File: config.mk
export PLATFORM = sky130hd
export DESIGN_NAME = hazardUnit
export DESIGN_NICKNAME = d
export VERILOG_FILES = /design/src/rvPkg.sv /design/src/hazardUnit.sv
export SDC_FILE = /design/constraint.sdc
export NUM_CORES = 1
export LEC_CHECK = 0
export BUFFER_PORTS_ARGS = -buffer_cell sky130_fd_sc_hd__buf_2
export CAP_MARGIN = 40
export CORE_AREA = 10 10 127 129
export DETAILED_ROUTE_END_ITERATION = 16
export DIE_AREA = 0 0 137 139
export GPL_TIMING_DRIVEN = 0
export PLACE_DENSITY = 0.44
export SLEW_MARGIN = 20
export SYNTH_ARGS = -nofsm -noshare
export SYNTH_HDL_FRONTEND = slang
export SYNTH_SLANG_ARGS = --single-unit
File: constraint.sdc
create_clock -name vclk -period 2.45
set_input_delay 0.245 -clock vclk [all_inputs]
set_output_delay 0.245 -clock vclk [all_outputs]
set_load 0.02 [all_outputs]
File: src/rvPkg.sv
package rvPkg;

  // ============================================================
  // widths and sizes
  // ============================================================
  localparam int xlen            = 32;
  localparam int regAddrWidth    = 5;
  localparam int dataMemWords    = 128;
  localparam int dataMemIdxWidth = $clog2(dataMemWords);

  // opcodes kept from RV32I
  localparam logic [6:0] opLoad   = 7'b0000011;
  localparam logic [6:0] opOpImm  = 7'b0010011;
  localparam logic [6:0] opStore  = 7'b0100011;
  localparam logic [6:0] opOp     = 7'b0110011;
  localparam logic [6:0] opLui    = 7'b0110111;
  localparam logic [6:0] opBranch = 7'b1100011;
  localparam logic [6:0] opJal    = 7'b1101111;

  // execute operand source
  localparam logic [1:0] fwdNone = 2'b00; // register file data
  localparam logic [1:0] fwdWb   = 2'b01; // writeback value
  localparam logic [1:0] fwdMem  = 2'b10; // memory stage alu result

  // upper two bits give the group: arith, logic, compare, shift
  typedef enum logic [3:0] {
    aluAdd  = 4'b0000,
    aluSub  = 4'b0001,
    aluAnd  = 4'b0100,
    aluOr   = 4'b0101,
    aluXor  = 4'b0110,
    aluSlt  = 4'b1000,
    aluSltu = 4'b1001,
    aluSrl  = 4'b1101,
    aluSll  = 4'b1110,
    aluSra  = 4'b1111
  } aluOpT;

  typedef enum logic [1:0] {
    resAlu = 2'b00,
    resMem = 2'b01,
    resPc4 = 2'b10
  } resultSrcT;

  // ============================================================
  // instruction formats
  // ============================================================
  typedef struct packed {
    logic [6:0] funct7;
    logic [4:0] rs2;
    logic [4:0] rs1;
    logic [2:0] funct3;
    logic [4:0] rd;
    logic [6:0] opcode;
  } rFormatT;

  typedef struct packed {
    logic [11:0] imm;
    logic [4:0]  rs1;
    logic [2:0]  funct3;
    logic [4:0]  rd;
    logic [6:0]  opcode;
  } iFormatT;

  typedef struct packed {
    logic [6:0] imm11to5;
    logic [4:0] rs2;
    logic [4:0] rs1;
    logic [2:0] funct3;
    logic [4:0] imm4to0;
    logic [6:0] opcode;
  } sFormatT;

  typedef struct packed {
    logic       imm12;
    logic [5:0] imm10to5;
    logic [4:0] rs2;
    logic [4:0] rs1;
    logic [2:0] funct3;
    logic [3:0] imm4to1;
    logic       imm11;
    logic [6:0] opcode;
  } bFormatT;

  typedef struct packed {
    logic [19:0] imm31to12;
    logic [4:0]  rd;
    logic [6:0]  opcode;
  } uFormatT;

  typedef struct packed {
    logic       imm20;
    logic [9:0] imm10to1;
    logic       imm11;
    logic [7:0] imm19to12;
    logic [4:0] rd;
    logic [6:0] opcode;
  } jFormatT;

  typedef union packed {
    rFormatT r;
    iFormatT i;
    sFormatT s;
    bFormatT b;
    uFormatT u;
    jFormatT j;
  } instrT;

  // ============================================================
  // stage payloads
  // ============================================================
  typedef struct packed {
    logic      regWrite;
    logic      memWrite;
    logic      jump;
    logic      branch;
    logic      aluSrcImm;
    aluOpT     aluOp;
    resultSrcT resultSrc;
  } ctrlT;

  typedef struct packed {
    logic [xlen-1:0]         pc;
    logic [xlen-1:0]         pcPlus4;
    logic [xlen-1:0]         rs1Data;
    logic [xlen-1:0]         rs2Data;
    logic [xlen-1:0]         imm;
    logic [regAddrWidth-1:0] rs1;
    logic [regAddrWidth-1:0] rs2;
    logic [regAddrWidth-1:0] rd;
    ctrlT                    ctrl;
  } decExT;

  typedef struct packed {
    logic [xlen-1:0]         aluResult;
    logic [xlen-1:0]         storeData;
    logic [xlen-1:0]         pcPlus4;
    logic [regAddrWidth-1:0] rd;
    logic                    regWrite;
    logic                    memWrite;
    resultSrcT               resultSrc;
  } exMemT;

  typedef struct packed {
    logic                    valid;
    logic [regAddrWidth-1:0] rd;
    logic [xlen-1:0]         value;
  } retireT;

  typedef struct packed {
    logic       stallFetch;
    logic       stallDecode;
    logic       flushDecode;
    logic       flushExecute;
    logic [1:0] forwardA;
    logic [1:0] forwardB;
  } hazardT;

endpackage
File: src/hazardUnit.sv
module hazardUnit (
  input  logic [rvPkg::regAddrWidth-1:0] rs1Dec,
  input  logic [rvPkg::regAddrWidth-1:0] rs2Dec,
  input  rvPkg::decExT                   decEx,
  input  rvPkg::exMemT                   exMem,
  input  rvPkg::retireT                  retire,
  input  logic                           redirect,
  output rvPkg::hazardT                  hazard
);

  logic loadStall;

  // memory stage is younger, so it wins over writeback
  function automatic logic [1:0] fwdSelect(input logic [rvPkg::regAddrWidth-1:0] rs,
                                           input rvPkg::exMemT m, input rvPkg::retireT w);
    if (m.regWrite && (m.rd == rs)) return rvPkg::fwdMem;
    if (w.valid && (w.rd == rs)) return rvPkg::fwdWb;
    return rvPkg::fwdNone;
  endfunction

  // load in execute feeding the instruction in decode
  assign loadStall = decEx.ctrl.regWrite && (decEx.ctrl.resultSrc == rvPkg::resMem) &&
                     ((decEx.rd == rs1Dec) || (decEx.rd == rs2Dec));

  assign hazard.stallFetch   = loadStall;
  assign hazard.stallDecode  = loadStall;
  assign hazard.flushDecode  = redirect;
  assign hazard.flushExecute = redirect || loadStall;
  assign hazard.forwardA     = fwdSelect(decEx.rs1, exMem, retire);
  assign hazard.forwardB     = fwdSelect(decEx.rs2, exMem, retire);

endmodule

=== Yosys cells after proc, flatten, opt, wreduce, memory -nomap -nowiden ===
Index checks and enable logic that the tools add are counted.

* $add $sub $neg: 0
* Multipliers: 0
* Divide/modulo/power cells: 0
* Order comparisons: 0
* Eq/ne operators: 7
* Shift-type cells: 0
* Mux-type cells: 14
* Bitwise logic cells: 0
* Reduce and logical (&&, ||, !) cells: 8

{| class="wikitable"
|+ Operator list
! cell !! count
|-
| $eq 5x5->1 || 6
|-
| $mux 2 || 8
|-
| $logic_and 1x1->1 || 6
|-
| $mux 1 || 6
|-
| $eq 2x1->1 const B || 1
|-
| $logic_or 1x1->1 || 2
|}

* Register bits: 0
* Bits in latches: 0
* RAM bits: 0
* Memory bits (read-only): 0
* Input bits: 340
* Output and inout port bits: 8
* Word-level logic and storage cells: 29
* Memories kept: 0

=== Logic depth before layout (Yosys ltp) ===
* Depth after elaboration: 6
* Mapped depth: 4
* Mapped depth without buffers: 4

=== Worst setup path after synthesis ===
No wires, ideal clock.

* Path kind: in2out
* From: input port exMem[6] (netlist bit)
* To: output port hazard[0] (netlist bit)
* Arrival time: 1.076 ns
* Data required time: 2.205 ns
* Path slack: 1.129 ns
* Cell stages on the path: 4
* Path buffers: 0
* Cells stage by stage: xor2_1 > nor4_1 > and3_1 > nor2_1

{| class="wikitable"
|+ RTL lines
! item !! RTL line !! RTL
|-
| from (decl) || hazardUnit.sv:5 || <nowiki>input rvPkg::exMemT exMem,</nowiki>
|-
| to (decl) || hazardUnit.sv:8 || <nowiki>output rvPkg::hazardT hazard</nowiki>
|}

=== Final worst setup path ===
* From: input port rs1Dec[0] (netlist bit)
* To: output port hazard[7] (netlist bit)

* Word-level cells in the longest chain between the ends: 3

{| class="wikitable"
|+ RTL lines
! item !! RTL line !! RTL
|-
| from (decl) || hazardUnit.sv:2 || <nowiki>input logic [rvPkg::regAddrWidth-1:0] rs1Dec,</nowiki>
|-
| $eq 5x5->1 || hazardUnit.sv:23 || <nowiki>((decEx.rd == rs1Dec) || (decEx.rd == rs2Dec));</nowiki>
|-
| $logic_or 1x1->1 || hazardUnit.sv:23 ||
|-
| $logic_and 1x1->1 || hazardUnit.sv:22 || <nowiki>assign loadStall = decEx.ctrl.regWrite && (decEx.ctrl.resultSrc == rvPkg::resMem) &&</nowiki>
|}

No other way between the ends.

==> impl_metrics.prom <==
# TYPE chip_impl_metric gauge
chip_impl_info{name="startpoint_type",value="input pin"} 1
chip_impl_metric{name="crit_path_max_fanout",unit=""} 3
chip_impl_info{name="most_common_cell_after_layout_fill_and_taps_aside",value="sky130_fd_sc_hd__buf_2"} 1
chip_impl_metric{name="globalRouteOverflowTotal",unit=""} 0
chip_impl_metric{name="seq_cell_count",unit=""} 0
chip_impl_metric{name="final_hold_viols",unit=""} 0
chip_impl_metric{name="gp_congestion",unit=""} 0.766
chip_impl_metric{name="max_cap_viol_count",unit=""} 0
chip_impl_metric{name="finalMaxSlewViolations",unit=""} 0
chip_impl_info{name="setup_repair_after_global_routing_missed_its_margin",value="false"} 1
chip_impl_metric{name="cp.required",unit="ps"} 2200
chip_impl_metric{name="peak_per_stage_delay_on_the_critical_path",unit="ps"} 280
chip_impl_info{name="min_path_type",value="input pin to primary output"} 1
chip_impl_metric{name="final_net_count",unit=""} 441
chip_impl_info{name="timing.critical_path.slowest_stage_cell",value="sky130_fd_sc_hd__nor4_1"} 1
chip_impl_metric{name="initial_core_utilization",unit="%"} 2.84
chip_impl_metric{name="final.clkbuf_count",unit=""} 0
chip_impl_metric{name="area.sequential",unit="µm²"} 0
chip_impl_metric{name="postRouteAntennaNets",unit=""} 0
chip_impl_metric{name="num_io_pins",unit=""} 348
chip_impl_metric{name="grt_pass1_wl",unit="µm"} 3480
chip_impl_metric{name="chipWidth",unit="µm"} 137
chip_impl_metric{name="vdd.ir_drop.worst",unit="V"} 0.0000398
chip_impl_metric{name="flow.area_growth_from_synthesis",unit="%"} 123
chip_impl_metric{name="critical_path.n_buffers_inverters",unit=""} 3
chip_impl_metric{name="finalInstanceArea",unit="µm²"} 863
chip_impl_metric{name="vias_in_the_first_global_route",unit=""} 619
chip_impl_metric{name="die_area",unit="µm²"} 19000
chip_impl_metric{name="route.vias.total",unit=""} 534
chip_impl_info{name="critical_path.endpoint_type",value="primary output"} 1
chip_impl_metric{name="synth_area_per_inst",unit="µm²"} 7.76
chip_impl_metric{name="finalSetupViolations",unit=""} 0
chip_impl_info{name="run_status",value="finished, final reports clean"} 1
chip_impl_metric{name="detailedRoute.firstIterationViolations",unit=""} 5
chip_impl_metric{name="total_leakage_power",unit="nW"} 0.372
chip_impl_metric{name="post_synthesis_net_count",unit=""} 390
chip_impl_metric{name="fraction_of_the_cycle_the_final_worst_path_needs",unit="%"} 61.3
chip_impl_metric{name="fillers",unit=""} 1649
chip_impl_metric{name="dp.final_hpwl",unit="µm"} 2290
chip_impl_metric{name="number_of_buffers_inserted_by_port_buffering",unit=""} 49
chip_impl_metric{name="cts_setup_buffers",unit=""} 0
chip_impl_metric{name="die-height",unit="µm"} 139
chip_impl_metric{name="worstPathArrival",unit="ps"} 1260
chip_impl_metric{name="groute.usage.overall",unit="%"} 2.35
chip_impl_metric{name="max_freq",unit="MHz"} 666
chip_impl_info{name="crit_family",value="buffers and inverters"} 1
chip_impl_metric{name="power_density_over_the_cells",unit="nW/µm²"} 118
chip_impl_metric{name="tightestPinTransition",unit="ps"} 311
chip_impl_metric{name="totalWireLength",unit="µm"} 2380
chip_impl_metric{name="grt_max_degree",unit=""} 4
chip_impl_metric{name="detail_route.vias_per_cell",unit=""} 1.90
chip_impl_metric{name="drt_pass1_iterations",unit=""} 4
chip_impl_metric{name="cts_hold_buf",unit=""} 0
chip_impl_metric{name="placementRows",unit=""} 43
chip_impl_metric{name="netlist_area_pre_place",unit="µm²"} 388
chip_impl_metric{name="post_cts_resized",unit=""} 0
chip_impl_metric{name="synthesis.instances",unit=""} 50
chip_impl_metric{name="final.min_clock_period",unit="ps"} 1500
chip_impl_metric{name="ys_warn_count",unit=""} 0
chip_impl_metric{name="synth.lib_cells_used.distinct",unit=""} 12
chip_impl_metric{name="detail_route.wl_per_cell",unit="µm"} 8.46
chip_impl_info{name="worst_path_most_repeated_cell",value="sky130_fd_sc_hd__buf_2"} 1
chip_impl_metric{name="synth.yosys.seq_area_share",unit="%"} 0
chip_impl_metric{name="residual_drc_count",unit=""} 0
chip_impl_info{name="path_cells",value="buf_2, xor2_1, nor4_1, a22o_1, buf_4, buf_2"} 1
chip_impl_metric{name="setup_total_negative_slack",unit="ps"} 0
chip_impl_metric{name="coreArea",unit="µm²"} 13700
chip_impl_metric{name="ratio_of_cells_with_drive_above_1_in_the_final_layout",unit="%"} 53.5
chip_impl_metric{name="max_slew_margin",unit="%"} 79.1
chip_impl_info{name="mostFrequentLayoutCells",value="49 x sky130_fd_sc_hd__buf_2, 26 x sky130_fd_sc_hd__xor2_1, 5 x sky130_fd_sc_hd__nor4_1"} 1
chip_impl_metric{name="grt_antenna_before_repair",unit=""} 3
chip_impl_metric{name="dpl_cell_area",unit="µm²"} 858
chip_impl_info{name="worst-setup-path-type",value="input pin to primary output"} 1
chip_impl_metric{name="multi_input_comb_area",unit="µm²"} 365
==> final timing paths <==
check                    to  depth (start not counted)  slack (ps)  startpoint
setup / recovery  hazard[7]                          6         950   rs1Dec[0]
hold / removal    hazard[5]                          3         810    redirect
==> layout make-up <==
type / count / area share, %
plain buffers: 3 / 2.61
repair buffers: 49 / 28.4
well taps: 180 / 26.1
diodes: 2 / 0.580
multi-input cells: 47 / 42.3
==> logic make-up after synthesis <==
| kind of cell | after synthesis | share of synthesized area [%] |
|---|---|---|
| XOR/XNOR | 30 | 67.7 |
| buffers and inverters | 3 | 5.81 |
| AO/OA/AOI/OAI | 1 | 2.26 |
| AND/OR/NAND/NOR | 16 | 24.2 |
==> metrics by stage <==
stage	total power [mW]	worst slack (ps)	instances	util [%]	hold WS [ps]
finish	0.102	949	281	6.32	807
detailed placement	0.103	928	279	6.28	812
global route	0.114	861	279	6.28	829
floorplan	0.0460	1130	50	-	603
CTS	0.104	923	279	6.28	812
global placement	0.102	932	279	6.28	811
==> per-layer routing <==
metal,GRT usage [%],wire length (µm),share of wire [%],vias up
met2,3.55,1010,42,27
li1,-,-,-,268
met5,0,31,1.3,-
met3,1.27,282,12,4
met4,0,4,0.17,4
met1,3.06,1050,44,231
==> Yosys cell counts <==
| cell | instances | share of area (%) |
|---|---|---|
| sky130_fd_sc_hd__nor4_2 | 1 | 3.2 |
| sky130_fd_sc_hd__xor2_1 | 26 | 59 |
| sky130_fd_sc_hd__xnor2_1 | 4 | 9.0 |
| sky130_fd_sc_hd__nand2_1 | 1 | 0.97 |
| sky130_fd_sc_hd__a22o_1 | 1 | 2.3 |
| sky130_fd_sc_hd__and3_1 | 2 | 3.2 |
| sky130_fd_sc_hd__buf_4 | 3 | 5.8 |
| sky130_fd_sc_hd__nor3_1 | 2 | 2.6 |
| sky130_fd_sc_hd__nor4_1 | 5 | 8.1 |
| sky130_fd_sc_hd__or2_1 | 1 | 1.6 |
| sky130_fd_sc_hd__nand3_1 | 2 | 2.6 |
| sky130_fd_sc_hd__nor2_1 | 2 | 1.9 |
==> tightest hold or removal path: cells and delay by family <==
kind,cells,cell delay (ps)
buf+inv,3,320
==> power by group <==
group / internal [mW] / switching [mW]
registers: 0 / 0
logic: 0.0525 / 0.0495
clock network: 0.000000110 / 0
No activity file was read; power rests on OpenSTA's default activity.
