`src/rvPkg.sv`:
```
package rvPkg;

  // ============================================================
  // widths and sizes
  // ============================================================
  localparam int xlen            = 32;
  localparam int regAddrWidth    = 5;
  localparam int dataMemWords    = 128;
  localparam int dataMemIdxWidth = $clog2(dataMemWords);

  // opcodes kept from RV32I
  localparam logic [6:0] opLoad   = 7'b0000011;
  localparam logic [6:0] opOpImm  = 7'b0010011;
  localparam logic [6:0] opStore  = 7'b0100011;
  localparam logic [6:0] opOp     = 7'b0110011;
  localparam logic [6:0] opLui    = 7'b0110111;
  localparam logic [6:0] opBranch = 7'b1100011;
  localparam logic [6:0] opJal    = 7'b1101111;

  // execute operand source
  localparam logic [1:0] fwdNone = 2'b00; // register file data
  localparam logic [1:0] fwdWb   = 2'b01; // writeback value
  localparam logic [1:0] fwdMem  = 2'b10; // memory stage alu result

  // upper two bits give the group: arith, logic, compare, shift
  typedef enum logic [3:0] {
    aluAdd  = 4'b0000,
    aluSub  = 4'b0001,
    aluAnd  = 4'b0100,
    aluOr   = 4'b0101,
    aluXor  = 4'b0110,
    aluSlt  = 4'b1000,
    aluSltu = 4'b1001,
    aluSrl  = 4'b1101,
    aluSll  = 4'b1110,
    aluSra  = 4'b1111
  } aluOpT;

  typedef enum logic [1:0] {
    resAlu = 2'b00,
    resMem = 2'b01,
    resPc4 = 2'b10
  } resultSrcT;

  // ============================================================
  // instruction formats
  // ============================================================
  typedef struct packed {
    logic [6:0] funct7;
    logic [4:0] rs2;
    logic [4:0] rs1;
    logic [2:0] funct3;
    logic [4:0] rd;
    logic [6:0] opcode;
  } rFormatT;

  typedef struct packed {
    logic [11:0] imm;
    logic [4:0]  rs1;
    logic [2:0]  funct3;
    logic [4:0]  rd;
    logic [6:0]  opcode;
  } iFormatT;

  typedef struct packed {
    logic [6:0] imm11to5;
    logic [4:0] rs2;
    logic [4:0] rs1;
    logic [2:0] funct3;
    logic [4:0] imm4to0;
    logic [6:0] opcode;
  } sFormatT;

  typedef struct packed {
    logic       imm12;
    logic [5:0] imm10to5;
    logic [4:0] rs2;
    logic [4:0] rs1;
    logic [2:0] funct3;
    logic [3:0] imm4to1;
    logic       imm11;
    logic [6:0] opcode;
  } bFormatT;

  typedef struct packed {
    logic [19:0] imm31to12;
    logic [4:0]  rd;
    logic [6:0]  opcode;
  } uFormatT;

  typedef struct packed {
    logic       imm20;
    logic [9:0] imm10to1;
    logic       imm11;
    logic [7:0] imm19to12;
    logic [4:0] rd;
    logic [6:0] opcode;
  } jFormatT;

  typedef union packed {
    rFormatT r;
    iFormatT i;
    sFormatT s;
    bFormatT b;
    uFormatT u;
    jFormatT j;
  } instrT;

  // ============================================================
  // stage payloads
  // ============================================================
  typedef struct packed {
    logic      regWrite;
    logic      memWrite;
    logic      jump;
    logic      branch;
    logic      aluSrcImm;
    aluOpT     aluOp;
    resultSrcT resultSrc;
  } ctrlT;

  typedef struct packed {
    logic [xlen-1:0]         pc;
    logic [xlen-1:0]         pcPlus4;
    logic [xlen-1:0]         rs1Data;
    logic [xlen-1:0]         rs2Data;
    logic [xlen-1:0]         imm;
    logic [regAddrWidth-1:0] rs1;
    logic [regAddrWidth-1:0] rs2;
    logic [regAddrWidth-1:0] rd;
    ctrlT                    ctrl;
  } decExT;

  typedef struct packed {
    logic [xlen-1:0]         aluResult;
    logic [xlen-1:0]         storeData;
    logic [xlen-1:0]         pcPlus4;
    logic [regAddrWidth-1:0] rd;
    logic                    regWrite;
    logic                    memWrite;
    resultSrcT               resultSrc;
  } exMemT;

  typedef struct packed {
    logic                    valid;
    logic [regAddrWidth-1:0] rd;
    logic [xlen-1:0]         value;
  } retireT;

  typedef struct packed {
    logic       stallFetch;
    logic       stallDecode;
    logic       flushDecode;
    logic       flushExecute;
    logic [1:0] forwardA;
    logic [1:0] forwardB;
  } hazardT;

endpackage
```
`src/decodeStage.sv`:
```
module decodeStage (
  input  logic                           CLK,
  input  logic                           RESET,
  input  rvPkg::hazardT                  hazard,
  input  rvPkg::instrT                   instrDec,
  input  logic [rvPkg::xlen-1:0]         pcDec,
  input  logic [rvPkg::xlen-1:0]         pcPlus4Dec,
  input  rvPkg::retireT                  retire,
  output logic [rvPkg::regAddrWidth-1:0] rs1Dec,
  output logic [rvPkg::regAddrWidth-1:0] rs2Dec,
  output rvPkg::decExT                   decEx
);

  rvPkg::ctrlT            ctrl;
  logic [rvPkg::xlen-1:0] imm;
  logic [rvPkg::xlen-1:0] rs1Data;
  logic [rvPkg::xlen-1:0] rs2Data;
  logic                   useRs1;
  logic                   useRs2;
  logic                   writesRd;

  // funct3 map shared by op and op-imm
  function automatic rvPkg::aluOpT aluFromFunct(input logic [2:0] funct3,
                                                input logic alt, input logic isRegOp);
    rvPkg::aluOpT op;
    case (funct3)
      3'b000:  op = (isRegOp && alt) ? rvPkg::aluSub : rvPkg::aluAdd;
      3'b001:  op = rvPkg::aluSll;
      3'b010:  op = rvPkg::aluSlt;
      3'b011:  op = rvPkg::aluSltu;
      3'b100:  op = rvPkg::aluXor;
      3'b101:  op = alt ? rvPkg::aluSra : rvPkg::aluSrl; // funct7 bit 5
      3'b110:  op = rvPkg::aluOr;
      default: op = rvPkg::aluAnd;
    endcase
    return op;
  endfunction

  // ============================================================
  // control and immediate decode
  // ============================================================
  always_comb begin
    ctrl     = '0;
    imm      = '0;
    useRs1   = 1'b0;
    useRs2   = 1'b0;
    writesRd = 1'b0;
    case (instrDec.r.opcode)
      rvPkg::opOp: begin
        writesRd   = 1'b1;
        useRs1     = 1'b1;
        useRs2     = 1'b1;
        ctrl.aluOp = aluFromFunct(instrDec.r.funct3, instrDec.r.funct7[5], 1'b1);
      end
      rvPkg::opOpImm: begin
        writesRd       = 1'b1;
        useRs1         = 1'b1;
        ctrl.aluSrcImm = 1'b1;
        ctrl.aluOp     = aluFromFunct(instrDec.r.funct3, instrDec.r.funct7[5], 1'b0);
        imm            = {{20{instrDec.i.imm[11]}}, instrDec.i.imm};
      end
      rvPkg::opLoad: begin
        writesRd       = 1'b1;
        useRs1         = 1'b1;
        ctrl.aluSrcImm = 1'b1;
        ctrl.resultSrc = rvPkg::resMem;
        imm            = {{20{instrDec.i.imm[11]}}, instrDec.i.imm};
      end
      rvPkg::opStore: begin
        useRs1         = 1'b1;
        useRs2         = 1'b1;
        ctrl.memWrite  = 1'b1;
        ctrl.aluSrcImm = 1'b1;
        imm = {{20{instrDec.s.imm11to5[6]}}, instrDec.s.imm11to5, instrDec.s.imm4to0};
      end
      rvPkg::opLui: begin
        writesRd       = 1'b1; // rs1 stays x0, so alu gives 0 + imm
        ctrl.aluSrcImm = 1'b1;
        imm            = {instrDec.u.imm31to12, 12'b0};
      end
      rvPkg::opBranch: begin
        useRs1      = 1'b1;
        useRs2      = 1'b1;
        ctrl.branch = (instrDec.b.funct3 == 3'b000); // beq only
        ctrl.aluOp  = rvPkg::aluSub;
        imm = {{19{instrDec.b.imm12}}, instrDec.b.imm12, instrDec.b.imm11,
               instrDec.b.imm10to5, instrDec.b.imm4to1, 1'b0};
      end
      rvPkg::opJal: begin
        writesRd       = 1'b1;
        ctrl.jump      = 1'b1;
        ctrl.resultSrc = rvPkg::resPc4;
        imm = {{11{instrDec.j.imm20}}, instrDec.j.imm20, instrDec.j.imm19to12,
               instrDec.j.imm11, instrDec.j.imm10to1, 1'b0};
      end
      default: ;
    endcase
    // x0 destination never writes anywhere downstream
    ctrl.regWrite = writesRd && (instrDec.r.rd != '0);
  end

  assign rs1Dec = useRs1 ? instrDec.r.rs1 : '0;
  assign rs2Dec = useRs2 ? instrDec.r.rs2 : '0;

  regFile regs (
    .CLK     (CLK),
    .rs1     (rs1Dec),
    .rs2     (rs2Dec),
    .retire  (retire),
    .rs1Data (rs1Data),
    .rs2Data (rs2Data)
  );

  // decode/execute register
  always_ff @(posedge CLK) begin
    if (RESET || hazard.flushExecute) begin
      decEx <= '0;
    end else begin
      decEx <= '{pc:      pcDec,
                 pcPlus4: pcPlus4Dec,
                 rs1Data: rs1Data,
                 rs2Data: rs2Data,
                 imm:     imm,
                 rs1:     rs1Dec,
                 rs2:     rs2Dec,
                 rd:      instrDec.r.rd,
                 ctrl:    ctrl};
    end
  end

endmodule

```
`src/regFile.sv`:
```
module regFile (
  input  logic                           CLK,
  input  logic [rvPkg::regAddrWidth-1:0] rs1,
  input  logic [rvPkg::regAddrWidth-1:0] rs2,
  input  rvPkg::retireT                  retire,
  output logic [rvPkg::xlen-1:0]         rs1Data,
  output logic [rvPkg::xlen-1:0]         rs2Data
);

  logic [rvPkg::xlen-1:0] regs [1:2**rvPkg::regAddrWidth-1]; // x0 has no storage

  // a write in the same cycle is passed straight through
  function automatic logic [rvPkg::xlen-1:0] readPort(input logic [rvPkg::regAddrWidth-1:0] addr);
    if (addr == '0) begin
      return '0;
    end else if (retire.valid && (retire.rd == addr)) begin
      return retire.value;
    end
    return regs[addr];
  endfunction

  always_comb rs1Data = readPort(rs1);
  always_comb rs2Data = readPort(rs2);

  always_ff @(posedge CLK) begin
    if (retire.valid) regs[retire.rd] <= retire.value;
  end

endmodule

```
`config.mk`:
```
export PLATFORM = sky130hd
export DESIGN_NAME = decodeStage
export DESIGN_NICKNAME = d
export VERILOG_FILES = /design/src/rvPkg.sv /design/src/decodeStage.sv /design/src/regFile.sv
export SDC_FILE = /design/constraint.sdc
export NUM_CORES = 2
export LEC_CHECK = 0
export ABC_AREA = 1
export ABC_CLOCK_PERIOD_IN_PS = 6100
export BUFFER_PORTS_ARGS = -buffer_cell sky130_fd_sc_hd__buf_2
export CAP_MARGIN = 20
export CELL_PAD_IN_SITES_DETAIL_PLACEMENT = 1
export CELL_PAD_IN_SITES_GLOBAL_PLACEMENT = 1
export CORE_MARGIN = 3
export CORE_UTILIZATION = 30
export CTS_CLUSTER_DIAMETER = 30
export DETAILED_ROUTE_END_ITERATION = 8
export PLACE_DENSITY_LB_ADDON = 0.1
export SLEW_MARGIN = 20
export SYNTH_ARGS = -nofsm -noshare
export SYNTH_HDL_FRONTEND = slang
export SYNTH_SLANG_ARGS = --single-unit
```
`constraint.sdc`:
```
create_clock -name CLK -period 6.1 [get_ports CLK]
set_input_delay 0.61 -clock CLK [delete_from_list [all_inputs] [get_ports CLK]]
set_output_delay 0.61 -clock CLK [all_outputs]
set_load 0.005 [all_outputs]
```
======== After elaboration in Yosys (flattened, before gate mapping) ========
Memories as Yosys holds them, arrays and structs flattened.
Index checks and enable logic that the tools add are counted.
operators by class
  add/sub/neg operators ................... 0
  multipliers ............................. 0
  div/mod/pow operators ................... 0
  magnitude comparators ................... 0
  eq/ne operators ......................... 15
  shifts and indexed selects .............. 0
  mux-type cells .......................... 27
  bitwise logic cells ..................... 1
  reduce and logical (&&, ||, !) cells .... 14
operators by type and width
  kind                                                                   count
  32-bit 2-to-1 mux                                                      6
  32-bit one-hot mux with 5 select lines                                 1
  4-bit one-hot mux with 7 select lines                                  2
  7-bit by 6-bit equality test with 1-bit output, second input constant  3
  7-bit equality test, second input constant                             2
  1-bit 2-to-1 mux                                                       13
  4-bit one-hot mux with 3 select lines                                  1
  5-bit equality test                                                    2
  5-bit zero test                                                        2
  5-bit 2-to-1 mux                                                       2
  5-bit OR reduction                                                     2
  3-bit equality test, second input constant                             3
  7-bit by 2-bit equality test with 1-bit output, second input constant  1
  7-bit by 5-bit equality test with 1-bit output, second input constant  1
  3-bit by 2-bit equality test with 1-bit output, second input constant  2
  5-bit nonzero test                                                     1
  2-bit one-hot mux with 2 select lines                                  1
  2-bit OR reduction                                                     2
  4-bit OR reduction                                                     1
  3-bit by 1-bit equality test with 1-bit output, second input constant  1
  1-bit logical AND                                                      3
  3-bit zero test                                                        1
  3-bit OR reduction                                                     1
  2-bit 2-to-1 mux                                                       1
  2 further kinds                                                        2
word-level totals
  register bits ........................... 186
  latch bits .............................. 0
  memory bits (writable) .................. 992
  bits in read-only memories .............. 0
  input port bits ......................... 144
  logic and storage cells ................. 73
  memories ................................ 1
memory list
  memory     depth  bits a word  read ports  clocked after Yosys merged registers in  wr ports  line           RTL
  regs.regs  31     32           2           0                                        1         regFile.sv:10  logic [rvPkg::xlen-1:0] regs [1:2**rvPkg::regAddrWidth-1];

======== Logic depth before layout (Yosys ltp) ========
  depth after elaboration ................. 9
  mapped depth ............................ 19

======== Modules after synthesis ========
Synthesis repeated with hierarchy kept, for this count alone.
second synthesis, totals
  cell total of the unflattened synthesis .. 6919
  area total of the unflattened synthesis .. 58158.3 µm²
modules (own cells, without submodules)
  module       times used  cells each  area each (µm²)
  regFile      1           6245        52401.5
  decodeStage  1           674         5756.8

======== Least setup slack after synthesis ========
Ideal clock, no wire load.
  kind .................................... input to register
  start ................................... input retire[36] (netlist bit)
  end ..................................... memory regs.regs[4][0] (netlist bit), enable pin
  data arrival time ....................... 2421 ps
  data required time ...................... 5679 ps
  slack ................................... 3258 ps
  stages .................................. 4
  buffers on the path ..................... 1
  cell sequence ........................... clkbuf_1 -> inv_1 -> nand3_1 -> nor2_1
RTL lines
  what         line              RTL
  from (decl)  decodeStage.sv:8  input rvPkg::retireT retire,
  to (decl)    regFile.sv:10
No word-level cell before the write port.

======== Final worst setup path ========
  start ................................... input instrDec[2] (netlist bit)
  end ..................................... output rs1Dec[4] (netlist bit)
between the ends
  longest elaborated chain between the ends .. 4
RTL lines
  what                                               line                RTL
  from (decl)                                        decodeStage.sv:5    input rvPkg::instrT instrDec,
  7-bit equality test, or another cell as far along  decodeStage.sv:48   case (instrDec.r.opcode)
  5-bit OR reduction (no line) (*)                   -
  1-bit 2-to-1 mux (*)                               decodeStage.sv:48
  5-bit 2-to-1 mux (*)                               decodeStage.sv:102  assign rs1Dec = useRs1 ? instrDec.r.rs1 : '0;
  to (decl)                                          decodeStage.sv:9    output logic [rvPkg::regAddrWidth-1:0] rs1Dec,
Mark *: on every way between the ends. The rest lies on a longest branch, timed or not.

==> flow_metrics.tcl <==
set metrics [dict create \
    die_h_um 448.1 \
    slew_headroom_pct 22.10 \
    setup_violations 0 \
    grt_pass1_vias 55447 \
    synth_area_leader_cell "edfxtp_1" \
    ioPinCount 340 \
    hold_depth 3 \
    period_needed_ns 5.338 \
    detail_route.vias_per_cell 5.338 \
    synth_nets 7043 \
    switching_share_pct 22.04 \
    yosysUniqueCellTypes 36 \
    grt_first_pass_wirelength_um 410300 \
    synth.area.top_cells "edfxtp_1, nand3_1, nand2_1" \
    port_buffers 332 \
    areaGrowthSynthToFinish_pct 29.77 \
    rsz0062_at_grt "no" \
    crit_path_end_kind "output pin" \
    tightest_slew_ns 1.166 \
    ys.flop_type "edfxtp_1" \
    grt_usage_pct 28.52 \
    criticalPathCategory "in2out" \
    antenna_found_initial 25 \
    yosys.area.top_type_share_pct 50.81 \
    place_congestion 0.8256 \
    internal_power_mw 22.10 \
    finalCritPeriodShare_pct 87.51 \
    p_seq_share_pct 31.4 \
    clk_pin_slew_ns 0.04 \
    p_per_area_nw_per_um2 372.6 \
    rows 161 \
    p_sw_mw 6.247 \
    drive_above_1_share_pct 15.54 \
    crit_path_start_kind "input pin" \
    crit_required_ns 5.49 \
    arrival_ns 4.73 \
    pwr-share-clk_pct 64.9 \
    avgRoutedWirePerCell_um 28.79 \
    max_freq_mhz 187.3 \
    routed_wl_um 293100 \
    hpwl_um 165700 \
    yosys_warnings 0 \
    instances_no_fill 10181 \
    firstDrtPassIters 5 \
    clockBufferDepth 4 \
    grt_max_degree 133 \
    vias 54348 \
    synth_edf_count 992 \
    fin_area_sq_um 76070 \
    drtIter0Drc 4450 \
    cts_tree "built" \
    synthesis.area_sq_um 58620 \
    place_area_sq_um 63190 \
    start_util_pct 30.31 \
    r2r_cells 10 \
    ys_async_sr_fraction_pct 0 \
    synth_seq_area_share_pct 57.13 \
    dieArea_sq_um 200700 \
    p_comb_share_pct 3.7 \
    postSynthCellCount 6899 \
    crit_fanout 33 \
    fin_worst_skew_ns 0.06811 \
    clk_latency_ns 0.95 \
    drc 0 \
    ant_nets 0 \
    p_leak_nw 32.96 \
    hold_class "in2reg" \
    h-tree-depth 5 \
    tns_ns 0 \
    ys_seq_elements 1177 \
    pre_cts_slack_ns 1.389 \
    vdd_ir_drop_max_mv 0.2906 \
    placed_cells 9430 \
    die_x_um 448.1 \
    synth_area_per_cell_sq_um 8.497 \
    core_area_sq_um 193400 \
    setup_ws_ns 0.7619 \
    fin_nets 7501 \
    cts_made_buffers 368 \
    hold_viol_final 0 \
    outcome "completed" \
    cap_violations 0 \
    clkSinkCount 1177 \
    slew_viol_final 0 \
    cts_root_buffer "clkbuf_16" \
    grt_overflow 0 \
]
==> per-layer routing <==
metal	routed length, um	GRT usage, %
met1	127600	37.91
met2	135100	46.35
met3	18020	4.203
met4	12350	12.03
met5	61	0
==> worst paths after layout <==
path	from	end	slack, ns
max	instrDec[2]	rs1Dec[4]	0.76
min	instrDec[24]	decEx[50]	0.05
max reg2reg	regs.regs[4][1]	decEx[59]	4.06
min reg2reg	regs.regs[9][21]	decEx[79]	0.86
==> critical path: stages <==
cell	delay (ns)
dlygate4sd3_1	0.59
buf_2	0.17
inv_2	0.06
nand2_1	0.05
nor2_1	0.15
nand2_1	0.27
nand2_4	0.57
nand2_2	0.57
buf_4	0.46
inv_2	0.11
buf_4	0.76
buf_2	0.32
==> power groups by stage <==
| stage | sequential [mW] | clock [mW] | combinational, mW |
|---|---|---|---|
| finish | 8.91 | 18.4 | 1.05 |
| floorplan | 9.02 | 0 | 0.437 |
| global placement | 9.03 | 0 | 0.981 |
| detailed placement | 9.04 | 0 | 0.992 |
| CTS | 8.91 | 18.6 | 1.04 |
| global route | 8.91 | 19.1 | 1.12 |
==> kinds of logic (layout without fill, tap and decap cells) <==
family | after synthesis | after routing | share of synthesized area (%)
simple gates | 3769 | 3769 | 27.75
buf+inv | 1339 | 2086 | 9.092
flops | 1177 | 1177 | 57.13
compound gates | 611 | 611 | 5.983
xor+xnor | 3 | 3 | 0.04483
other cells | 0 | 9 | 0
==> placed cells by master (no fill, tap or decap), drive strengths merged, types with 2 or more instances in the layout <==
cell type,instances
nand4,3
o211ai,35
or2,85
clkinv,136
inv,866
xor2,3
dfxtp,185
o22ai,5
nand3,1404
a31oi,21
a22oi,4
o21ai,192
clkbuf,468
dlygate4sd3,82
clkinvlp,13
nor2,623
nand3b,26
nand2,1617
buf,484
edfxtp,992
o31ai,2
a21oi,272
bufinv,37
o2111ai,77
diode,9
nor3,10
==> synthesized netlist by cell type (2+ instances only) <==
| cell | instances |
|---|---|
| o2111ai_1 | 77 |
| edfxtp_1 | 992 |
| o31ai_1 | 2 |
| o21ai_1 | 24 |
| nand3_1 | 1404 |
| o211ai_1 | 35 |
| or2_2 | 85 |
| a22oi_1 | 4 |
| nor2_2 | 3 |
| buf_1 | 44 |
| nor2_1 | 620 |
| nand2_1 | 1610 |
| inv_2 | 10 |
| nor3_1 | 9 |
| o21ai_0 | 167 |
| buf_6 | 8 |
| clkbuf_1 | 279 |
| inv_1 | 850 |
| xor2_1 | 3 |
| buf_2 | 123 |
| nand4_1 | 3 |
| nand3b_1 | 26 |
| buf_4 | 24 |
| dfxtp_1 | 185 |
| a31oi_1 | 21 |
| a21oi_1 | 271 |
| o22ai_1 | 5 |
| nand2_2 | 7 |
==> repair_timing <==
item | in CTS | in global routing
setup buffers | 0 | 0
resized for setup | 0 | 0
hold endpoints to repair | 91 | 0
hold buffers | 82 | 0
==> metrics by stage <==
step	total power [mW]	hold WS, ns	utilization, %
floorplan	9.460	0.6824	-
global placement	10.01	0.8290	32.65
detailed placement	10.03	0.8299	32.68
CTS	28.54	0.001714	39.31
global route	29.10	0.03115	39.33
finish	28.35	0.05455	39.34
==> flip-flops by register name, summed over array words and instances (netlist names) <==
register	count
regs.regs	992
decEx	185
==> layout make-up <==
class,count,area [sq um]
antenna,9,22.52
sequential,1177,33490
tap,2526,3161
fill,22132,117300
clock buffer,468,10070
timing repair buffer,566,3940
inverter,861,3258
multi-input combinational,4383,20190
clock inverter,191,1944
No activity file was read; power rests on OpenSTA's default activity.
