**config.mk**
```make
export PLATFORM = sky130hd
export DESIGN_NAME = fetchStage
export DESIGN_NICKNAME = d
export VERILOG_FILES = /design/src/rvPkg.sv /design/src/fetchStage.sv
export SDC_FILE = /design/constraint.sdc
export NUM_CORES = 1
export LEC_CHECK = 0
export BUFFER_PORTS_ARGS = -buffer_cell sky130_fd_sc_hd__buf_2
export CAP_MARGIN = 40
export CORE_UTILIZATION = 35
export DETAILED_ROUTE_END_ITERATION = 6
export GPL_TIMING_DRIVEN = 1
export PLACE_DENSITY = 0.71
export SYNTH_ARGS = -nofsm -noshare
export SYNTH_HDL_FRONTEND = slang
export SYNTH_SLANG_ARGS = --single-unit
```
**constraint.sdc**
```tcl
create_clock -name CLK -period 5.35 [get_ports CLK]
set_input_delay 0.8025 -clock CLK [delete_from_list [all_inputs] [get_ports CLK]]
set_output_delay 0.8025 -clock CLK [all_outputs]
set_load 0.005 [all_outputs]
```
**src/rvPkg.sv**
```systemverilog
package rvPkg;

  // ============================================================
  // widths and sizes
  // ============================================================
  localparam int xlen            = 32;
  localparam int regAddrWidth    = 5;
  localparam int dataMemWords    = 128;
  localparam int dataMemIdxWidth = $clog2(dataMemWords);

  // opcodes kept from RV32I
  localparam logic [6:0] opLoad   = 7'b0000011;
  localparam logic [6:0] opOpImm  = 7'b0010011;
  localparam logic [6:0] opStore  = 7'b0100011;
  localparam logic [6:0] opOp     = 7'b0110011;
  localparam logic [6:0] opLui    = 7'b0110111;
  localparam logic [6:0] opBranch = 7'b1100011;
  localparam logic [6:0] opJal    = 7'b1101111;

  // execute operand source
  localparam logic [1:0] fwdNone = 2'b00; // register file data
  localparam logic [1:0] fwdWb   = 2'b01; // writeback value
  localparam logic [1:0] fwdMem  = 2'b10; // memory stage alu result

  // upper two bits give the group: arith, logic, compare, shift
  typedef enum logic [3:0] {
    aluAdd  = 4'b0000,
    aluSub  = 4'b0001,
    aluAnd  = 4'b0100,
    aluOr   = 4'b0101,
    aluXor  = 4'b0110,
    aluSlt  = 4'b1000,
    aluSltu = 4'b1001,
    aluSrl  = 4'b1101,
    aluSll  = 4'b1110,
    aluSra  = 4'b1111
  } aluOpT;

  typedef enum logic [1:0] {
    resAlu = 2'b00,
    resMem = 2'b01,
    resPc4 = 2'b10
  } resultSrcT;

  // ============================================================
  // instruction formats
  // ============================================================
  typedef struct packed {
    logic [6:0] funct7;
    logic [4:0] rs2;
    logic [4:0] rs1;
    logic [2:0] funct3;
    logic [4:0] rd;
    logic [6:0] opcode;
  } rFormatT;

  typedef struct packed {
    logic [11:0] imm;
    logic [4:0]  rs1;
    logic [2:0]  funct3;
    logic [4:0]  rd;
    logic [6:0]  opcode;
  } iFormatT;

  typedef struct packed {
    logic [6:0] imm11to5;
    logic [4:0] rs2;
    logic [4:0] rs1;
    logic [2:0] funct3;
    logic [4:0] imm4to0;
    logic [6:0] opcode;
  } sFormatT;

  typedef struct packed {
    logic       imm12;
    logic [5:0] imm10to5;
    logic [4:0] rs2;
    logic [4:0] rs1;
    logic [2:0] funct3;
    logic [3:0] imm4to1;
    logic       imm11;
    logic [6:0] opcode;
  } bFormatT;

  typedef struct packed {
    logic [19:0] imm31to12;
    logic [4:0]  rd;
    logic [6:0]  opcode;
  } uFormatT;

  typedef struct packed {
    logic       imm20;
    logic [9:0] imm10to1;
    logic       imm11;
    logic [7:0] imm19to12;
    logic [4:0] rd;
    logic [6:0] opcode;
  } jFormatT;

  typedef union packed {
    rFormatT r;
    iFormatT i;
    sFormatT s;
    bFormatT b;
    uFormatT u;
    jFormatT j;
  } instrT;

  // ============================================================
  // stage payloads
  // ============================================================
  typedef struct packed {
    logic      regWrite;
    logic      memWrite;
    logic      jump;
    logic      branch;
    logic      aluSrcImm;
    aluOpT     aluOp;
    resultSrcT resultSrc;
  } ctrlT;

  typedef struct packed {
    logic [xlen-1:0]         pc;
    logic [xlen-1:0]         pcPlus4;
    logic [xlen-1:0]         rs1Data;
    logic [xlen-1:0]         rs2Data;
    logic [xlen-1:0]         imm;
    logic [regAddrWidth-1:0] rs1;
    logic [regAddrWidth-1:0] rs2;
    logic [regAddrWidth-1:0] rd;
    ctrlT                    ctrl;
  } decExT;

  typedef struct packed {
    logic [xlen-1:0]         aluResult;
    logic [xlen-1:0]         storeData;
    logic [xlen-1:0]         pcPlus4;
    logic [regAddrWidth-1:0] rd;
    logic                    regWrite;
    logic                    memWrite;
    resultSrcT               resultSrc;
  } exMemT;

  typedef struct packed {
    logic                    valid;
    logic [regAddrWidth-1:0] rd;
    logic [xlen-1:0]         value;
  } retireT;

  typedef struct packed {
    logic       stallFetch;
    logic       stallDecode;
    logic       flushDecode;
    logic       flushExecute;
    logic [1:0] forwardA;
    logic [1:0] forwardB;
  } hazardT;

endpackage
```
**src/fetchStage.sv**
```systemverilog
module fetchStage (
  input  logic                   CLK,
  input  logic                   RESET,
  input  rvPkg::hazardT          hazard,
  input  logic                   redirect,
  input  logic [rvPkg::xlen-1:0] redirectTarget,
  input  rvPkg::instrT           fetchInstr,
  output logic [rvPkg::xlen-1:0] fetchAddr,
  output rvPkg::instrT           instrDec,
  output logic [rvPkg::xlen-1:0] pcDec,
  output logic [rvPkg::xlen-1:0] pcPlus4Dec
);

  logic [rvPkg::xlen-1:0] pc;
  logic [rvPkg::xlen-1:0] pcPlus4;

  assign pcPlus4   = pc + rvPkg::xlen'(4);
  assign fetchAddr = pc;

  always_ff @(posedge CLK) begin
    if (RESET) begin
      pc <= '0;
    end else if (redirect) begin
      pc <= redirectTarget; // taken beq or jal from execute
    end else if (!hazard.stallFetch) begin
      pc <= pcPlus4;
    end
  end

  // fetch/decode register, all-zero word decodes as a bubble
  always_ff @(posedge CLK) begin
    if (RESET || hazard.flushDecode) begin
      instrDec <= '0;
    end else if (!hazard.stallDecode) begin
      instrDec   <= fetchInstr;
      pcDec      <= pc;
      pcPlus4Dec <= pcPlus4;
    end
  end

endmodule

```
* Yosys cells after proc, flatten, opt, wreduce, memory -nomap -nowiden
Index checks and enable logic that the tools add are counted.
** Word-level totals
- Logic and storage cells :: 12
- Flip-flop bits (word level) :: 128
- Input bits :: 75
- Output and inout port bits :: 128
** Cells by class
- Bitwise gates (word level) :: 2
- Reductions and logical operators :: 2
- Add/subtract/negate cells :: 1
- Eq/ne operators :: 1
- Muxes and demuxes :: 2
** Operators by type and width (count)
- 2-to-1 mux 32 bit :: 2
- adder 32 x 3 -> 32 bit, second input constant :: 1
- inequality test 2 x 1 -> 1 bit, second input constant :: 1
- inverter 1 bit :: 2
- AND reduction 2 bit :: 1
- logical OR 1 bit :: 1

* Logic depth before layout (Yosys ltp)
Gate-level depths: netlist (run 1).
- Word-level depth :: 3
- Gate-level depth with buffers :: 6
- Gate-level depth less buffers :: 5

* Worst setup path before layout (run 1)
Ideal clock, no wire load.
- Kind :: input to register
- From :: input port RESET
- To :: register pcDec[0] (netlist bit), enable pin
- Data required time :: 4868 ps
- Setup slack :: 671 ps
- Path buffers :: 3
- Stages on the path :: 5
- Data arrival time :: 4197 ps
- Library setup time :: 482 ps
- Cells stage by stage :: clkbuf_1 -> or2_2 -> clkbuf_1 -> clkbuf_1 -> nor2_1
** On the way
- Longest elaborated chain between the ends :: 3
** RTL lines
- from (decl) :: RTL line fetchStage.sv:3 : input logic RESET,
- logical OR 1 bit :: RTL line fetchStage.sv:32 : if (RESET || hazard.flushDecode) begin
- inverter 1 bit (no line)
- AND reduction 2 bit (no line)
- to (signal assigned) :: RTL line fetchStage.sv:36 : pcDec <= pc;
- to (decl) :: RTL line fetchStage.sv:10 : output logic [rvPkg::xlen-1:0] pcDec,
No other way between the ends.
A chain may end at the register's enable or synchronous reset.

* Final worst setup path (run 1)
- From :: register pc (netlist bit fetchAddr[2])
- To :: register pc (netlist bit fetchAddr[26])
** On the way
- Longest elaborated chain between the ends :: 3
** RTL lines
- from (decl) :: RTL line fetchStage.sv:14 : logic [rvPkg::xlen-1:0] pc;
- from (signal assigned) :: RTL line fetchStage.sv:24 : pc <= redirectTarget;
- from (signal assigned) :: RTL line fetchStage.sv:26 : pc <= pcPlus4;
- adder 32 x 3 -> 32 bit :: RTL line fetchStage.sv:17 : assign pcPlus4 = pc + rvPkg::xlen'(4);
- 2-to-1 mux 32 bit :: RTL line fetchStage.sv:25 : end else if (!hazard.stallFetch) begin
- 2-to-1 mux 32 bit :: RTL line fetchStage.sv:23 : end else if (redirect) begin
No other way between the ends. The select of a mux whose other input is x is not followed.

==> summary.txt, run 1 <==
=====================================================================================================
Count of flip-flops with a built-in enable after synthesis                                         62
Die extent in y                                                                                126 um
Xor/xnor share of the synthesized area                                                         0.0619
Hold Violations, Final                                                                              0
Vias in the first global route                                                                  3,901
Post-synthesis share of cell area spent on full adders, half adders and majority gates        0.00233
Arrival time at the worst endpoint                                                            3.01 ns
Number of vias after detailed routing                                                           4,303
Share of the synthesized area in compound gates (AO/OA/AOI/OAI)                                0.0768
Area Growth Syn to Fin                                                                          30.5%
RR Startpoint                                                                            fetchAddr[2]
Unrepaired setup endpoints after global routing                                                    no
Highest-delay cell along the critical path                                               sky130_fd_sc_hd__or4_4
Required time of the critical path                                                            5.66 ns
Row Count                                                                                          44
Cells along the critical path                                                            ha_1, nand3_1, or4_4, or4_1, a311oi_1
Timing-limited maximum frequency                                                            0.370 GHz
Place WS                                                                                      2.27 ns
Effective utilization at floorplan                                                              0.364
Unique cell type count in the Yosys netlist                                                        50
Buf/Inv on CP                                                                                       0
Hold path start                                                                          fetchAddr[0]
Drt drc                                                                                             0
Top FF cell, synth                                                                       sky130_fd_sc_hd__dfxtp_1
Startpoint of the most critical setup path                                               fetchAddr[2]
CTS buffer count                                                                                   17
Post-CTS setup buffer count                                                                         0
Avg Vias per Cell                                                                                4.99
Combinational family with the most area after synthesis                                  simple AND/OR/NAND/NOR gates
Gate family responsible for the most delay along the worst path                          simple AND/OR/NAND/NOR gates
Clock latency at the later pin of the worst-skew pair                                         0.41 ns
Total power per unit cell area                                                            340 nW/um^2
Final setup margin                                                                            2.65 ns
Avg Inst Size Synth                                                                        11.1 sq um
Slew @ Worst Pin                                                                             0.820 ns
HPWL reported at the end of detailed placement                                                9.33 mm
Synth Register Bits                                                                               126
Total congestion overflow                                                                           0
Clock tree root driver cell                                                              sky130_fd_sc_hd__clkbuf_16
Number of antenna violations at the first check in global routing                                   2
Share of post-route cells with drive strength above 1                                           0.352
Final weighted congestion in routability-driven placement                                       0.727
Commonest non-fill, non-tap cells in the layout                                          197 x sky130_fd_sc_hd__buf_2, 70 x sky130_fd_sc_hd__nor2_1, 64 x sky130_fd_sc_hd__dfxtp_1
Sequential-to-total area share from yosys stat                                                  0.585
Maximum buffer depth of the clock tree                                                              2
Delay of the slowest cell on the worst path                                                   0.74 ns
Die Footprint                                                                            15,900 sq um
Crit start category                                                                              flop
Most common cell after layout, fill and taps aside                                       sky130_fd_sc_hd__buf_2
Outcome                                                                                  complete, no violations
Fin. max-slew vios                                                                                  0
Count of hold-fix buffers inserted at cts                                                           0
Nature of the critical path endpoint                                                             flop
Post-synthesis mux area share                                                                  0.0652
# resized after CTS                                                                                 0
Starting DRC count in detailed routing                                                            208
IO Pins                                                                                           203
Total nets after synthesis                                                                        562
Asr flop ratio synth                                                                                0
Clock Pin Slew Worst Setup and Hold Paths                                                     0.05 ns
Layout fillers                                                                                  1,373
Final period utilization                                                                        0.505
Simple-gate share of the synthesized area                                                       0.160
Average wire length per cell after detail routing                                             15.7 um
Placeable core area                                                                      14,800 sq um
Mapped Cells                                                                                      486
Path type of the worst setup path                                                        flop to flop
Number of warnings printed during yosys synthesis                                                   0
Path class of the lowest-slack min-delay path                                            flop to flop
Worst-case clock skew                                                                       0.0121 ns
Worst slew margin relative to its limit                                                         0.454
Number of nets still failing antenna checks after routing                                           0
Final Power                                                                                   2.39 mW
Final min period                                                                              2.70 ns
Clock sink total                                                                                  126
Global router's overall resource usage                                                          0.172
IR Drop Worst-Case VDD                                                                       0.203 mV
Number of H-tree levels                                                                             4
Number of max-cap violations                                                                        0
Largest net degree at the start of global routing                                                  63
Synthesized area                                                                           5370 sq um
Post-detailed-routing wire length                                                             13.5 mm
CTS tree                                                                                        built
Critical path fanouts, max                                                                         12
Setup TNS                                                                                        0 ns
Net count, final                                                                                  741
Quantity of I/O buffers inserted on ports                                                         197
Number of iterations in the first detailed-routing pass                                             5
Width of the die                                                                               126 um
First-pass GRT wire length                                                                    20.8 mm
Leak Pwr                                                                                      2.98 nW
Final setup vio count                                                                               0
=====================================================================================================
[routing by layer]
layer,share of wire,track usage,routed length [um]
met4,0.0085,0.0624,115
met3,0.090,0.0671,1210
met2,0.46,0.273,6230
met5,0.00074,0,10
met1,0.44,0.213,5960
[per-stage QoR]
stage	cells	instance area, sq um	hold slack, ns	util
global route	861	7010	0.475	0.475
global placement	830	6420	0.440	0.435
detailed placement	830	6420	0.451	0.435
finish	862	7010	0.466	0.475
CTS	861	7010	0.465	0.475
floorplan	486	5370	0.431	-
[synth_stat cells (2+ instances only)]
| cell | count | area share |
|---|---|---|
| sky130_fd_sc_hd__nor2_1 | 71 | 0.050 |
| sky130_fd_sc_hd__dfxtp_1 | 64 | 0.24 |
| sky130_fd_sc_hd__edfxtp_1 | 62 | 0.35 |
| sky130_fd_sc_hd__mux2i_1 | 35 | 0.065 |
| sky130_fd_sc_hd__clkbuf_1 | 26 | 0.018 |
| sky130_fd_sc_hd__nand2_1 | 25 | 0.017 |
| sky130_fd_sc_hd__xnor2_1 | 22 | 0.036 |
| sky130_fd_sc_hd__xor2_1 | 16 | 0.026 |
| sky130_fd_sc_hd__nand4_1 | 14 | 0.016 |
| sky130_fd_sc_hd__nor3_1 | 14 | 0.013 |
| sky130_fd_sc_hd__inv_1 | 11 | 0.0077 |
| sky130_fd_sc_hd__or4_1 | 11 | 0.015 |
| sky130_fd_sc_hd__nor4_1 | 10 | 0.012 |
| sky130_fd_sc_hd__a211oi_1 | 9 | 0.013 |
| sky130_fd_sc_hd__a21oi_1 | 9 | 0.0084 |
| sky130_fd_sc_hd__a311oi_1 | 9 | 0.015 |
| sky130_fd_sc_hd__nand3_1 | 7 | 0.0065 |
| sky130_fd_sc_hd__buf_4 | 6 | 0.0084 |
| sky130_fd_sc_hd__o21ai_0 | 6 | 0.0056 |
| sky130_fd_sc_hd__or3_1 | 6 | 0.0070 |
| sky130_fd_sc_hd__o31ai_1 | 5 | 0.0070 |
| sky130_fd_sc_hd__buf_2 | 4 | 0.0037 |
| sky130_fd_sc_hd__nand3b_1 | 4 | 0.0056 |
| sky130_fd_sc_hd__a221oi_1 | 3 | 0.0049 |
| sky130_fd_sc_hd__a31oi_1 | 3 | 0.0035 |
| sky130_fd_sc_hd__a2111oi_0 | 2 | 0.0033 |
| sky130_fd_sc_hd__and2_1 | 2 | 0.0023 |
| sky130_fd_sc_hd__and3_1 | 2 | 0.0023 |
| sky130_fd_sc_hd__buf_1 | 2 | 0.0014 |
| sky130_fd_sc_hd__clkbuf_2 | 2 | 0.0019 |
| sky130_fd_sc_hd__clkbuf_8 | 2 | 0.0051 |
| sky130_fd_sc_hd__o211ai_1 | 2 | 0.0028 |
| sky130_fd_sc_hd__o31a_1 | 2 | 0.0033 |
| sky130_fd_sc_hd__or2_2 | 2 | 0.0023 |
[worst reg2reg max path: stages (launching register included)]
cell and delay, ns:
sky130_fd_sc_hd__dfxtp_1 0.46, sky130_fd_sc_hd__ha_1 0.25, sky130_fd_sc_hd__nand3_1 0.38, sky130_fd_sc_hd__or4_4 0.74
sky130_fd_sc_hd__or4_1 0.52, sky130_fd_sc_hd__a311oi_1 0.25
[cell type report]
cell class / instances / area, sq um / share of cell area
flip-flops and latches: 126 / 3140 / 0.448
multi-input cells: 306 / 1980 / 0.282
repair buffers: 203 / 1030 / 0.147
clock buffers: 28 / 571 / 0.0814
well taps: 184 / 230 / 0.0328
inverters: 11 / 41.3 / 0.00589
clock inverters: 3 / 16.3 / 0.00232
diodes: 1 / 2.50 / 0.000357
[power by group]
part | leakage (nW) | total (mW) | switching (mW) | internal, mW
registers | 1.11 | 1.10 | 0.0450 | 1.06
logic | 1.57 | 0.171 | 0.0874 | 0.0841
clock network | 0.292 | 1.11 | 0.392 | 0.722
total | 2.98 | 2.39 | 0.524 | 1.86
[kinds of logic after synthesis]
logic type      after synthesis
compound gates               57
xor+xnor                     38
fa+ha+maj                     1
buf+inv                      54
flops                       126
mux                          35
simple gates                175
[state kept, by name, indices dropped and copies added, names as in the netlist]
name / count
fetchAddr: 32
instrDec: 32
pcDec: 32
pcPlus4Dec: 30
[path summary, 6_finish.rpt]
| check | to | slack, ns | cells after the start |
|---|---|---|---|
| min reg2reg | pcDec[0] | 0.47 | 0 |
| max | fetchAddr[26] | 2.65 | 5 |
| min | pcDec[0] | 0.47 | 0 |
| max reg2reg | fetchAddr[26] | 2.65 | 5 |
(Power assumes the default switching activity.)
==> run 2, diff against run 1 <==
--- a/config.mk
+++ b/config.mk
@@ -5,6 +5,7 @@
 export SDC_FILE = /design/constraint.sdc
 export NUM_CORES = 1
 export LEC_CHECK = 0
+export ABC_AREA = 1
 export BUFFER_PORTS_ARGS = -buffer_cell sky130_fd_sc_hd__buf_2
 export CAP_MARGIN = 40
 export CORE_UTILIZATION = 35
==> constraint.sdc (replaced) <==
create_clock -name CLK -period 2.79 [get_ports CLK]
set_input_delay 0.4185 -clock CLK [delete_from_list [all_inputs] [get_ports CLK]]
set_output_delay 0.4185 -clock CLK [all_outputs]
set_load 0.005 [all_outputs]
==> run 2 against run 1 <==
Against the previous run:
- the flow now finishes with violations (design-rule violations)
- worst hold slack lost 0.24 ns
- final cell count grew 13%
- register-to-register slack lost 1.7 ns
- first-iteration DRC count grew 26%
- critical path type unchanged
- largest cell class unchanged
==> summary.txt, run 2 <==
================================================================================
Outcome                                                             complete, but fails checks   was complete, no violations
Violated checks                                                     design-rule violations
Slack of the worst reg-to-reg path                                       0.98 ns   was 2.65 ns
Total power per unit cell area                                       657 nW/um^2   was 340 nW/um^2
Nature of the critical path endpoint                                        flop   unchanged
Number of nets still failing antenna checks after routing                      0   unchanged
Number of H-tree levels                                                        4   unchanged
Number of iterations in the first detailed-routing pass                        7   was 5
Post-detailed-routing wire length                                        14.0 mm   was 13.5 mm
Final setup vio count                                                          0   unchanged
IR Drop Worst-Case VDD                                                  0.372 mV   was 0.203 mV
Starting DRC count in detailed routing                                       262   was 208
Highest-delay cell along the critical path                          sky130_fd_sc_hd__dfxtp_1   was sky130_fd_sc_hd__or4_4
Final period utilization                                                   0.649   was 0.505
Crit start category                                                         flop   unchanged
Number of antenna violations at the first check in global routing              0   was 2
Post-CTS setup buffer count                                                    0   unchanged
Quantity of I/O buffers inserted on ports                                    197   unchanged
HPWL reported at the end of detailed placement                           10.0 mm   was 9.33 mm
Asr flop ratio synth                                                           0   unchanged
Unique cell type count in the Yosys netlist                                   27   was 50
Leading area contributor after synthesis                            sky130_fd_sc_hd__edfxtp_1   unchanged
Final min period                                                         1.81 ns   was 2.70 ns
Setup TNS                                                                   0 ns   unchanged
Vias in the first global route                                             4,383   was 3,901
Row Count                                                                     44   unchanged
Effective utilization at floorplan                                         0.363   was 0.364
Final setup margin                                                      0.978 ns   was 2.65 ns
CTS buffer count                                                              17   unchanged
Avg Vias per Cell                                                           4.63   was 4.99
Total congestion overflow                                                      0   unchanged
Cells along the critical path                                       ha_1, nand2_1, nor2_2, nand2_4, nor2_4, nand3_1, and2_1   was ha_1, nand3_1, or4_4, or4_1, a311oi_1
IO Pins                                                                      203   unchanged
Mapped Cells                                                                 577   was 486
Hold Violations, Final                                                         0   unchanged
Fraction of post-synthesis cell area in the top cell type by area          0.351   was 0.346
Most numerous cell in the Yosys netlist                             sky130_fd_sc_hd__nand2_1   was sky130_fd_sc_hd__nor2_1
Worst slew margin relative to its limit                                    0.547   was 0.454
Fin. max-slew vios                                                             0   unchanged
Largest net degree at the start of global routing                             63   unchanged
Top post-synthesis cells by count                                   197 x sky130_fd_sc_hd__nand2_1, 64 x sky130_fd_sc_hd__dfxtp_1, 62 x sky130_fd_sc_hd__edfxtp_1, 53 x sky130_fd_sc_hd__a21oi_1, 50 x sky130_fd_sc_hd__inv_1   was 71 x sky130_fd_sc_hd__nor2_1, 64 x sky130_fd_sc_hd__dfxtp_1, 62 x sky130_fd_sc_hd__edfxtp_1, 35 x sky130_fd_sc_hd__mux2i_1, 26 x sky130_fd_sc_hd__clkbuf_1
Delay of the slowest cell on the worst path                              0.42 ns   was 0.74 ns
Maximum buffer depth of the clock tree                                         2   unchanged
Die extent in y                                                           125 um   was 126 um
Arrival time at the worst endpoint                                       1.98 ns   was 3.01 ns
Path class of the lowest-slack min-delay path                       input pin to flop   was flop to flop
Clock tree root driver cell                                         sky130_fd_sc_hd__clkbuf_16   unchanged
# resized after CTS                                                            0   unchanged
Timing-limited maximum frequency                                       0.552 GHz   was 0.370 GHz
Number of warnings printed during yosys synthesis                              0   unchanged
Clock sink total                                                             126   unchanged
Buf/Inv on CP                                                                  0   unchanged
Critical path fanouts, max                                                     5   was 12
Width of the die                                                          125 um   was 126 um
Worst-case clock skew                                                  0.0110 ns   was 0.0121 ns
Cells taking the most area after synthesis                          sky130_fd_sc_hd__edfxtp_1 35%, sky130_fd_sc_hd__dfxtp_1 24%, sky130_fd_sc_hd__nand2_1 14%, sky130_fd_sc_hd__a21oi_1 5.0%, sky130_fd_sc_hd__inv_1 3.5%   was sky130_fd_sc_hd__edfxtp_1 35%, sky130_fd_sc_hd__dfxtp_1 24%, sky130_fd_sc_hd__mux2i_1 6.5%, sky130_fd_sc_hd__nor2_1 5.0%, sky130_fd_sc_hd__xnor2_1 3.6%
Count of hold-fix buffers inserted at cts                                      0   unchanged
First-pass GRT wire length                                               22.3 mm   was 20.8 mm
CTS tree                                                                   built   unchanged
Avg Inst Size Synth                                                   9.20 sq um   was 11.1 sq um
Area Growth Syn to Fin                                                     33.0%   was 30.5%
Count of flip-flops with a built-in enable after synthesis                    62   unchanged
Place WS                                                                0.976 ns   was 2.27 ns
Required time of the critical path                                       2.96 ns   was 5.66 ns
Total nets after synthesis                                                   653   was 562
Die Footprint                                                       15,700 sq um   was 15,900 sq um
Path type of the worst setup path                                   flop to flop   unchanged
Sequential-to-total area share from yosys stat                             0.592   was 0.585
Number of vias after detailed routing                                      4,495   was 4,303
Share of post-route cells with drive strength above 1                      0.334   was 0.352
Final weighted congestion in routability-driven placement                  0.866   was 0.727
Placeable core area                                                 14,600 sq um   was 14,800 sq um
Gate family responsible for the most delay along the worst path     simple AND/OR/NAND/NOR gates   unchanged
Diode count                                                                    0   was 1
Slew @ Worst Pin                                                        0.680 ns   was 0.820 ns
Layout fillers                                                             1,398   was 1,373
Drt drc                                                                       42   was 0
Commonest non-fill, non-tap cells in the layout                     197 x sky130_fd_sc_hd__nand2_1, 197 x sky130_fd_sc_hd__buf_2, 64 x sky130_fd_sc_hd__dfxtp_1   was 197 x sky130_fd_sc_hd__buf_2, 70 x sky130_fd_sc_hd__nor2_1, 64 x sky130_fd_sc_hd__dfxtp_1
Global router's overall resource usage                                     0.186   was 0.172
Clock latency at the later pin of the worst-skew pair                    0.42 ns   was 0.41 ns
Unrepaired setup endpoints after global routing                               no   unchanged
Leak Pwr                                                                 3.06 nW   was 2.98 nW
Synth Register Bits                                                          126   unchanged
Average wire length per cell after detail routing                        14.4 um   was 15.7 um
Net count, final                                                             850   was 741
Clock Pin Slew Worst Setup and Hold Paths                                0.06 ns   was 0.05 ns
Share of the core filled with cells in the final layout                    0.482   was 0.475
Synthesized area                                                      5310 sq um   was 5370 sq um
Number of max-cap violations                                                   0   unchanged
Top FF cell, synth                                                  sky130_fd_sc_hd__dfxtp_1   unchanged
================================================================================
## run 2: cell types whose count changed after synthesis, sizes merged, moves of 10 or more
cell / previous run / this run
nand2: 26 / 204
a21oi: 9 / 53
inv: 11 / 50
mux2i: 35 / 0
nor2: 71 / 47
xnor2: 22 / 4
clkbuf: 30 / 15
nand4: 14 / 0
nor3: 14 / 1
or4: 12 / 0
o21ai: 6 / 17
nor4: 10 / 0
## run 2: area by class of cell
class                      count  area, sq um  area share
timing repair buffer         204         1060       0.150
sequential                   126         3140       0.445
clock inverter                12          143      0.0202
tap                          184          230      0.0326
inverter                      50          188      0.0266
multi-input combinational    375         1840       0.261
clock buffer                  20          457      0.0647
## run 2: worst paths after layout
check                    startpoint             end  depth (start not counted)
hold reg to reg        instrDec[15]    instrDec[15]                          2
setup / recovery       fetchAddr[3]  pcPlus4Dec[22]                          7
setup reg to reg       fetchAddr[3]  pcPlus4Dec[22]                          7
hold / removal    redirectTarget[1]    fetchAddr[1]                          3
## run 2: routing by layer
| metal | routed length, um | vias up | global-route usage | share of wire |
|---|---|---|---|---|
| met5 | 0 | - | 0 | 0 |
| met2 | 6540 | 193 | 0.306 | 0.47 |
| met1 | 6130 | 2038 | 0.228 | 0.44 |
| met3 | 1150 | 10 | 0.0625 | 0.082 |
| li1 | - | 2254 | - | - |
| met4 | 136 | 0 | 0.0631 | 0.0097 |
## run 2: cells by family after synthesis
| kind of cell | synth area share |
|---|---|
| AND/OR/NAND/NOR | 0.220 |
| adder cells (fa/ha/maj) | 0.00236 |
| buffers and inverters | 0.0632 |
| flip-flops | 0.592 |
| XOR/XNOR | 0.0346 |
| AO/OA/AOI/OAI | 0.0877 |
## run 2: metrics by stage
| step | hold WS (ns) | std cells | total power, mW | area, sq um |
|---|---|---|---|---|
| floorplan | 0.426 | 577 | 2.28 | 5320 |
| global placement | 0.445 | 938 | 2.44 | 6440 |
| detailed placement | 0.444 | 939 | 2.45 | 6460 |
| CTS | 0.210 | 971 | 4.69 | 7060 |
| global route | 0.227 | 971 | 4.82 | 7060 |
| finish | 0.224 | 971 | 4.64 | 7060 |
## run 2: power breakdown
| group | total (mW) | switching [mW] | leakage, nW | internal [mW] |
|---|---|---|---|---|
| registers | 2.08 | 0.0620 | 1.09 | 2.02 |
| logic | 0.326 | 0.184 | 1.68 | 0.143 |
| clock network | 2.23 | 0.793 | 0.283 | 1.44 |
| total | 4.64 | 1.04 | 3.06 | 3.60 |
## run 2: tightest hold or removal path, stage by stage
cell and delay (ns):
sky130_fd_sc_hd__buf_2 0.08, sky130_fd_sc_hd__nor2_1 0.03, sky130_fd_sc_hd__nor2_1 0.08
